### config.mk
export PLATFORM = sky130hd
export DESIGN_NAME = uart_cmd_bridge
export DESIGN_NICKNAME = d
export VERILOG_FILES = /design/src/verilog/uart_cmd_pkg.sv /design/src/verilog/uart_cmd_bridge.sv /design/src/verilog/cmd_fsm.sv /design/src/verilog/uart_rx_frame.sv /design/src/verilog/uart_tx_frame.sv /design/src/verilog/baud_timer.sv
export SDC_FILE = /design/constraint.sdc
export NUM_CORES = 1
export LEC_CHECK = 0
export BUFFER_PORTS_ARGS = -buffer_cell sky130_fd_sc_hd__buf_2
export CAP_MARGIN = 0
export CORE_MARGIN = 1
export CORE_UTILIZATION = 50
export DETAILED_ROUTE_END_ITERATION = 10
export GPL_TIMING_DRIVEN = 1
export PLACE_DENSITY = 0.68
export SLEW_MARGIN = 20
export SYNTH_ARGS = -nofsm -noshare
export SYNTH_HDL_FRONTEND = slang
export SYNTH_HIERARCHICAL = 1
export SYNTH_SLANG_ARGS = --single-unit
### constraint.sdc
create_clock -name clk -period 3.15 [get_ports clk]
set_input_delay 0.1575 -clock clk [delete_from_list [all_inputs] [get_ports clk]]
set_output_delay 0.1575 -clock clk [all_outputs]
set_load 0.005 [all_outputs]
### src/verilog/uart_cmd_pkg.sv
package uart_cmd_pkg;

  // system clock and line rate
  localparam int clk_freq_hz = 25_000_000;
  localparam int baud_rate   = 115_200;
  localparam int clks_per_bit = clk_freq_hz / baud_rate;

  // start, 8 data, parity, stop
  localparam int frame_bits = 11;

  // 0 leaves the receive error flag at zero
  localparam bit parity_check = 1'b1;

  // read flag position in the command word
  localparam int rd_bit = 15;

  typedef logic [15:0] cmd_t;
  typedef logic [7:0]  byte_t;

  // bit 8 parity error, bits 7..0 received byte
  typedef logic [8:0]  read_result_t;

  // counter types sized from the constants above
  typedef logic [$clog2(clks_per_bit)-1:0] baud_cnt_t;
  typedef logic [$clog2(frame_bits)-1:0]   bit_cnt_t;

endpackage
### src/verilog/uart_cmd_bridge.sv
`timescale 1ns/1ns

module uart_cmd_bridge (
  input  logic                       clk,
  input  logic                       rst_n,
  input  uart_cmd_pkg::cmd_t         cmd_in,
  input  logic                       cmd_vld,
  input  logic                       rx,
  output logic                       tx,
  output logic                       cmd_rdy,
  output logic                       read_rdy,
  output uart_cmd_pkg::read_result_t read_data
);

  logic                timer_restart;
  logic                bit_tick;
  logic                mid_tick;
  logic                tx_load;
  uart_cmd_pkg::byte_t tx_byte;
  logic                tx_done;
  logic                rx_arm;
  logic                rx_start;
  logic                rx_valid;
  uart_cmd_pkg::byte_t rx_byte;
  logic                rx_perr;

  baud_timer i_baud_timer (
    .clk      (clk),
    .rst_n    (rst_n),
    .restart  (timer_restart),
    .bit_tick (bit_tick),
    .mid_tick (mid_tick)
  );

  uart_tx_frame i_uart_tx_frame (
    .clk      (clk),
    .rst_n    (rst_n),
    .load     (tx_load),
    .data     (tx_byte),
    .bit_tick (bit_tick),
    .tx       (tx),
    .done     (tx_done)
  );

  uart_rx_frame i_uart_rx_frame (
    .clk      (clk),
    .rst_n    (rst_n),
    .rx       (rx),
    .arm      (rx_arm),
    .mid_tick (mid_tick),
    .start    (rx_start),
    .valid    (rx_valid),
    .data     (rx_byte),
    .perr     (rx_perr)
  );

  cmd_fsm i_cmd_fsm (
    .clk           (clk),
    .rst_n         (rst_n),
    .cmd_in        (cmd_in),
    .cmd_vld       (cmd_vld),
    .cmd_rdy       (cmd_rdy),
    .tx_load       (tx_load),
    .tx_byte       (tx_byte),
    .tx_done       (tx_done),
    .rx_arm        (rx_arm),
    .rx_start      (rx_start),
    .rx_valid      (rx_valid),
    .rx_byte       (rx_byte),
    .rx_perr       (rx_perr),
    .timer_restart (timer_restart),
    .read_rdy      (read_rdy),
    .read_data     (read_data)
  );

endmodule

### src/verilog/cmd_fsm.sv
`timescale 1ns/1ns

module cmd_fsm (
  input  logic                       clk,
  input  logic                       rst_n,
  input  uart_cmd_pkg::cmd_t         cmd_in,
  input  logic                       cmd_vld,
  output logic                       cmd_rdy,
  output logic                       tx_load,
  output uart_cmd_pkg::byte_t        tx_byte,
  input  logic                       tx_done,
  output logic                       rx_arm,
  input  logic                       rx_start,
  input  logic                       rx_valid,
  input  uart_cmd_pkg::byte_t        rx_byte,
  input  logic                       rx_perr,
  output logic                       timer_restart,
  output logic                       read_rdy,
  output uart_cmd_pkg::read_result_t read_data
);

  typedef enum logic [2:0] {
    st_idle,
    st_send_hi,
    st_send_lo,
    st_wait_reply,
    st_receive
  } state_t;

  state_t             state;
  uart_cmd_pkg::cmd_t cmd_q;
  logic               load_q;
  logic               is_read;
  logic               accept;
  logic               reply_done;

  assign accept     = (state == st_idle) && cmd_vld;
  assign is_read    = cmd_q[uart_cmd_pkg::rd_bit];
  assign reply_done = (state == st_receive) && rx_valid;

  assign cmd_rdy = (state == st_idle);

  // first frame loads one cycle after acceptance, the low byte
  // loads in the same cycle as the first tx_done
  assign tx_load = load_q || ((state == st_send_hi) && tx_done && !is_read);
  assign tx_byte = load_q ? cmd_q[15:8] : cmd_q[7:0];

  // stays armed through receive so a false start can retrigger
  assign rx_arm = (state == st_wait_reply) || (state == st_receive);

  assign timer_restart = tx_load || rx_start;

  always_ff @(posedge clk) begin
    if (accept) begin
      cmd_q <= cmd_in;
    end
  end

  always_ff @(posedge clk) begin
    if (reply_done) begin
      read_data <= {rx_perr, rx_byte};
    end
  end

  always_ff @(posedge clk or negedge rst_n) begin
    if (!rst_n) begin
      state    <= st_idle;
      load_q   <= 1'b0;
      read_rdy <= 1'b0;
    end else begin
      load_q   <= accept;
      read_rdy <= reply_done;
      case (state)
        st_idle: begin
          if (cmd_vld) begin
            state <= st_send_hi;
          end
        end
        st_send_hi: begin
          if (tx_done) begin
            state <= is_read ? st_wait_reply : st_send_lo;
          end
        end
        st_send_lo: begin
          if (tx_done) begin
            state <= st_idle;
          end
        end
        st_wait_reply: begin
          if (rx_start) begin
            state <= st_receive;
          end
        end
        st_receive: begin
          if (rx_valid) begin
            state <= st_idle;
          end
        end
        default: begin
          state <= st_idle;
        end
      endcase
    end
  end

endmodule

### src/verilog/uart_rx_frame.sv
`timescale 1ns/1ns

module uart_rx_frame (
  input  logic                clk,
  input  logic                rst_n,
  input  logic                rx,
  input  logic                arm,
  input  logic                mid_tick,
  output logic                start,
  output logic                valid,
  output uart_cmd_pkg::byte_t data,
  output logic                perr
);

  logic                   rx_s1;
  logic                   rx_s2;
  logic                   rx_prev;
  logic                   busy;
  uart_cmd_pkg::bit_cnt_t bit_cnt;
  // data bits then parity, shifted in from the top
  logic [8:0]             shreg;
  logic                   parity_bad;

  // two flop synchronizer plus one stage for edge detect
  always_ff @(posedge clk or negedge rst_n) begin
    if (!rst_n) begin
      rx_s1   <= 1'b1;
      rx_s2   <= 1'b1;
      rx_prev <= 1'b1;
    end else begin
      rx_s1   <= rx;
      rx_s2   <= rx_s1;
      rx_prev <= rx_s2;
    end
  end

  assign start = arm && !busy && rx_prev && !rx_s2;

  // odd parity expected over data and parity bit
  assign parity_bad = uart_cmd_pkg::parity_check && !(^shreg);

  always_ff @(posedge clk or negedge rst_n) begin
    if (!rst_n) begin
      busy    <= 1'b0;
      bit_cnt <= '0;
      valid   <= 1'b0;
    end else begin
      valid <= 1'b0;
      if (start) begin
        busy    <= 1'b1;
        bit_cnt <= '0;
      end else if (busy && mid_tick) begin
        if (bit_cnt == '0) begin
          // glitch, not a real start bit
          if (rx_s2) begin
            busy <= 1'b0;
          end else begin
            bit_cnt <= bit_cnt + 1'b1;
          end
        end else if (bit_cnt == uart_cmd_pkg::bit_cnt_t'(uart_cmd_pkg::frame_bits - 1)) begin
          busy  <= 1'b0;
          valid <= 1'b1;
        end else begin
          bit_cnt <= bit_cnt + 1'b1;
        end
      end
    end
  end

  always_ff @(posedge clk) begin
    if (busy && mid_tick && bit_cnt != '0) begin
      if (bit_cnt == uart_cmd_pkg::bit_cnt_t'(uart_cmd_pkg::frame_bits - 1)) begin
        data <= shreg[7:0];
        // stop sample is the live synchronized bit
        perr <= parity_bad || !rx_s2;
      end else begin
        shreg <= {rx_s2, shreg[8:1]};
      end
    end
  end

endmodule

### src/verilog/uart_tx_frame.sv
`timescale 1ns/1ns

module uart_tx_frame (
  input  logic                clk,
  input  logic                rst_n,
  input  logic                load,
  input  uart_cmd_pkg::byte_t data,
  input  logic                bit_tick,
  output logic                tx,
  output logic                done
);

  logic                              busy;
  uart_cmd_pkg::bit_cnt_t            bit_cnt;
  logic [uart_cmd_pkg::frame_bits-2:0] shreg;
  logic                              last_bit;

  assign last_bit = (bit_cnt == uart_cmd_pkg::bit_cnt_t'(uart_cmd_pkg::frame_bits - 1));

  // pulses in the final cycle of the stop bit
  assign done = busy && bit_tick && last_bit;

  // remaining bits after the start bit, lsb first
  always_ff @(posedge clk) begin
    if (load) begin
      shreg <= {1'b1, ~^data, data};
    end else if (busy && bit_tick) begin
      shreg <= {1'b1, shreg[uart_cmd_pkg::frame_bits-2:1]};
    end
  end

  // load wins over done so back to back frames have no gap
  always_ff @(posedge clk or negedge rst_n) begin
    if (!rst_n) begin
      tx      <= 1'b1;
      busy    <= 1'b0;
      bit_cnt <= '0;
    end else if (load) begin
      tx      <= 1'b0;
      busy    <= 1'b1;
      bit_cnt <= '0;
    end else if (busy && bit_tick) begin
      if (last_bit) begin
        tx   <= 1'b1;
        busy <= 1'b0;
      end else begin
        tx      <= shreg[0];
        bit_cnt <= bit_cnt + 1'b1;
      end
    end
  end

endmodule

### src/verilog/baud_timer.sv
`timescale 1ns/1ns

module baud_timer (
  input  logic clk,
  input  logic rst_n,
  input  logic restart,
  output logic bit_tick,
  output logic mid_tick
);

  uart_cmd_pkg::baud_cnt_t cnt;

  // free running between frames, realigned on each restart
  always_ff @(posedge clk or negedge rst_n) begin
    if (!rst_n) begin
      cnt <= '0;
    end else if (restart || bit_tick) begin
      cnt <= '0;
    end else begin
      cnt <= cnt + 1'b1;
    end
  end

  // last cycle of the bit period
  assign bit_tick = (cnt == uart_cmd_pkg::baud_cnt_t'(uart_cmd_pkg::clks_per_bit - 1));

  // centre of the bit, used for sampling
  assign mid_tick = (cnt == uart_cmd_pkg::baud_cnt_t'(uart_cmd_pkg::clks_per_bit / 2));

endmodule

==> results.txt <==
CTS Buf Count - 9
Fin. Hold Viols - 0
vias in the first global route - 1,960
Vias - 1,967
Synth area leaders - edfxtp_1 46%, dfrtp_1 18%, mux2_2 5.0%
CP Data Required Time - 3.15 ns
P&R area growth vs syn - 18.8%
CP Class - register to register
final setup TNS - 0 ns
FF-to-FF setup slack - 0.53 ns
clock sink total - 80
CTS Buffer Depth - 2
Reg clk slew, reported paths - 0.08 ns
clock skew - 0.00843 ns
arrival time at the worst endpoint - 2.62 ns
antenna diode count - 0
Die ar. - 0.00709 sq mm
clock share of power - 40.9%
number of synthesized register bits - 80
Die W - 84.2 um
Tcrit/Tclk final - 83.2%
CP endpoint - i_uart_tx_frame/shreg[6]$_DFFE_PP_
H-tree Lvls - 3
initial drt markers - 116
Post-DP HPWL - 3.55 mm
crit path capture type - register
I/O pins - 32
# rows - 29
nets - 317
core area - 0.00642 sq mm
CTS tree - done
Crit. Startpoint - i_baud_timer/cnt[0]$_DFF_PN0_
Post-DP Area - 0.00362 sq mm
grt ovf - 0
maximum clock frequency - 0.382 GHz
fin crit period - 2.62 ns
Finish-stage setup viols - 0
PortBufs - 31
share of cells above drive strength 1 - 27.1%
GP Congestion - 0.808
sequential area share after synthesis - 67.1%
crit-path max FO - 16
Initial Util - 52.6%
largest net degree at the start of global routing - 29
Reg2Reg Depth - 10
Pre-antenna DRT Iters - 7
RR Endpoint - i_uart_tx_frame/shreg[6]$_DFFE_PP_
Syn Inst Count - 232
internal power - 1580 uW
Net Sw Frac - 19.1%
DR WL/cell - 15.0 um
all-layer global routing usage - 17.1%
clk root buf - clkbuf_8
Avg Cell Area, Syn - 14.6 sq um
initial antenna violation count - 0
most frequent cells in the layout - 52 x edfxtp_1, 31 x buf_2, 24 x dfrtp_1
final WL - 5.59 mm
Slew HR - 51.6%
switching pwr - 374 uW
Slew Limit Fails - 0
failing checks - design-rule violations
mapped cell area - 0.00338 sq mm
leading area contributor after synthesis - edfxtp_1
Seq pwr share - 57.1%
final std cells w/o fill - 372
power share of the combinational group - 1.9%
setup bufs post-CTS - 0
crit path launch type - register
RSZ-0062 raised after global routing - false
Die H - 84.2 um
Worst IR Drop VDD - 0.356 mV
outcome - finished, violations left
DRC viols - 4
unique cell type count in the Yosys netlist - 54
worst skew pair latency - 0.34 ns
Synth Warn # - 6
top cell type's share of synthesized area - 46.2%
RR Startpoint - i_baud_timer/cnt[0]$_DFF_PN0_
Design Power - 1950 uW
antenna-violating nets left - 0
path type of the worst min-delay path - primary input to register
final instance area - 0.00401 sq mm
most common cell after layout, fill and taps aside - edfxtp_1
Worst Tran Pin Value - 0.725 ns
PD cells - 487 mW/mm^2
Placed Instances - 338
max cap viols - 0
first-pass GRT wire length - 9.07 mm
post-synth net total - 259
Lkg Pwr - 0.00150 uW
Fill cells - 502
via density per instance - 5.29
Fin Hold WS - 0.110 ns
## cells in the mapped netlist (all sizes together)
| cell type | count |
|---|---|
| a31o | 1 |
| or4bb | 1 |
| a32o | 1 |
| nor2 | 12 |
| nand2b | 2 |
| o21ba | 1 |
| and4bb | 1 |
| nor3 | 8 |
| or3 | 3 |
| and3b | 1 |
| nand4bb | 1 |
| or2 | 2 |
| nor4b | 1 |
| nor2b | 1 |
| nand3b | 4 |
| mux2 | 16 |
| dfrtp | 24 |
| a22o | 1 |
| and2 | 1 |
| a21o | 1 |
| xnor2 | 13 |
| nand4 | 3 |
| edfxtp | 52 |
| a21oi | 13 |
| nor3b | 2 |
| o41ai | 1 |
| inv | 8 |
| nand4b | 1 |
| nor4 | 1 |
| ha | 7 |
| mux2i | 1 |
| xor2 | 3 |
| nand2 | 10 |
| a31oi | 1 |
| buf | 7 |
| o21bai | 1 |
| nand3 | 7 |
| o211a | 1 |
| o211ai | 3 |
| and3 | 2 |
| o21ai | 7 |
| xnor3 | 1 |
| dfstp | 4 |
## critical path, cell delays in order (launching register included)
cell,delay [ns]
dfrtp_1,0.43
inv_1,0.08
ha_1,0.18
nand4_2,0.16
nor2_1,0.20
nand2_2,0.10
nor2_1,0.21
nand4bb_1,0.15
o21bai_1,0.14
buf_4,0.23
nand2b_1,0.40
## state kept, by name, summed over array words and instances (netlist names), 3 cells and up
| signal | cells |
|---|---|
| i_cmd_fsm/cmd_q | 16 |
| i_cmd_fsm/read_data | 9 |
| i_uart_rx_frame/shreg | 9 |
| i_uart_tx_frame/shreg | 9 |
| i_baud_timer/cnt | 8 |
| i_uart_rx_frame/data | 8 |
| i_uart_rx_frame/bit_cnt | 4 |
| i_uart_tx_frame/bit_cnt | 4 |
| i_cmd_fsm/state | 3 |
## kinds of logic after synthesis
kind of cell	count (synthesis)	share of synthesized area, %
DFF	80	67.1
AOI/OAI and AO/OA	32	6.08
buffers and inverters	15	2.26
muxes	17	5.63
xor gates and xnor gates	17	5.04
adders and majority gates	7	2.59
and+or+nand+nor	64	11.3
## power by group through the flow
stage / logic [uW] / clock network [uW] / registers (uW)
6_report: 38.0 / 800 / 1120
5_1_grt: 42.0 / 864 / 1120
4_1_cts: 37.4 / 817 / 1120
2_1_floorplan: 1.53 / 0 / 1140
3_3_place_gp: 20.2 / 0 / 1140
3_5_place_dp: 20.3 / 0 / 1140
## metal layers
metal  up-vias  track usage [%]  share of wire, %
met5         -                0                 0
met4         0             7.52               1.1
met3         6             5.11               4.2
met2        47             27.9                50
met1       944             21.4                45
li1        970                -                 -
## repair_timing
| action | CTS | global route |
|---|---|---|
| hold buffers | 18 | 0 |
| gates resized for setup | 0 | 0 |
| hold endpoints to repair | 41 | 0 |
## layout make-up
cell class	instances	area [sq um]	share of cell area (%)
Inverter	8	30.0	0.749
Clock inverter	6	83.8	2.09
Multi-Input combinational cell	137	1030	25.8
Timing Repair Buffer	54	373	9.30
Sequential cell	80	2270	56.5
Tap cell	77	96.3	2.40
Clock buffer	10	128	3.18
## how the worst min path moves through the flow
stage	startpoint	to	cells past startpoint
after CTS	cmd_vld	i_cmd_fsm/state[0]$_DFFE_PN0P_	3
after global placement	rst_n	i_cmd_fsm/read_rdy$_DFF_PN0_	1
after global routing	cmd_vld	i_cmd_fsm/state[0]$_DFFE_PN0P_	3
final	cmd_vld	i_cmd_fsm/state[0]$_DFFE_PN0P_	3
after detailed placement	rst_n	i_cmd_fsm/read_rdy$_DFF_PN0_	1
after floorplan	rst_n	i_baud_timer/cnt[0]$_DFF_PN0_	0
## metrics by stage
stage | setup slack [ns] | utilization [%]
after floorplan | 0.467 | -
after global placement | 0.624 | 56.4
after detailed placement | 0.485 | 56.4
after CTS | 0.492 | 62.5
after global routing | 0.273 | 62.5
final | 0.530 | 62.5
Note: power is estimated with default switching activity, not from simulation.
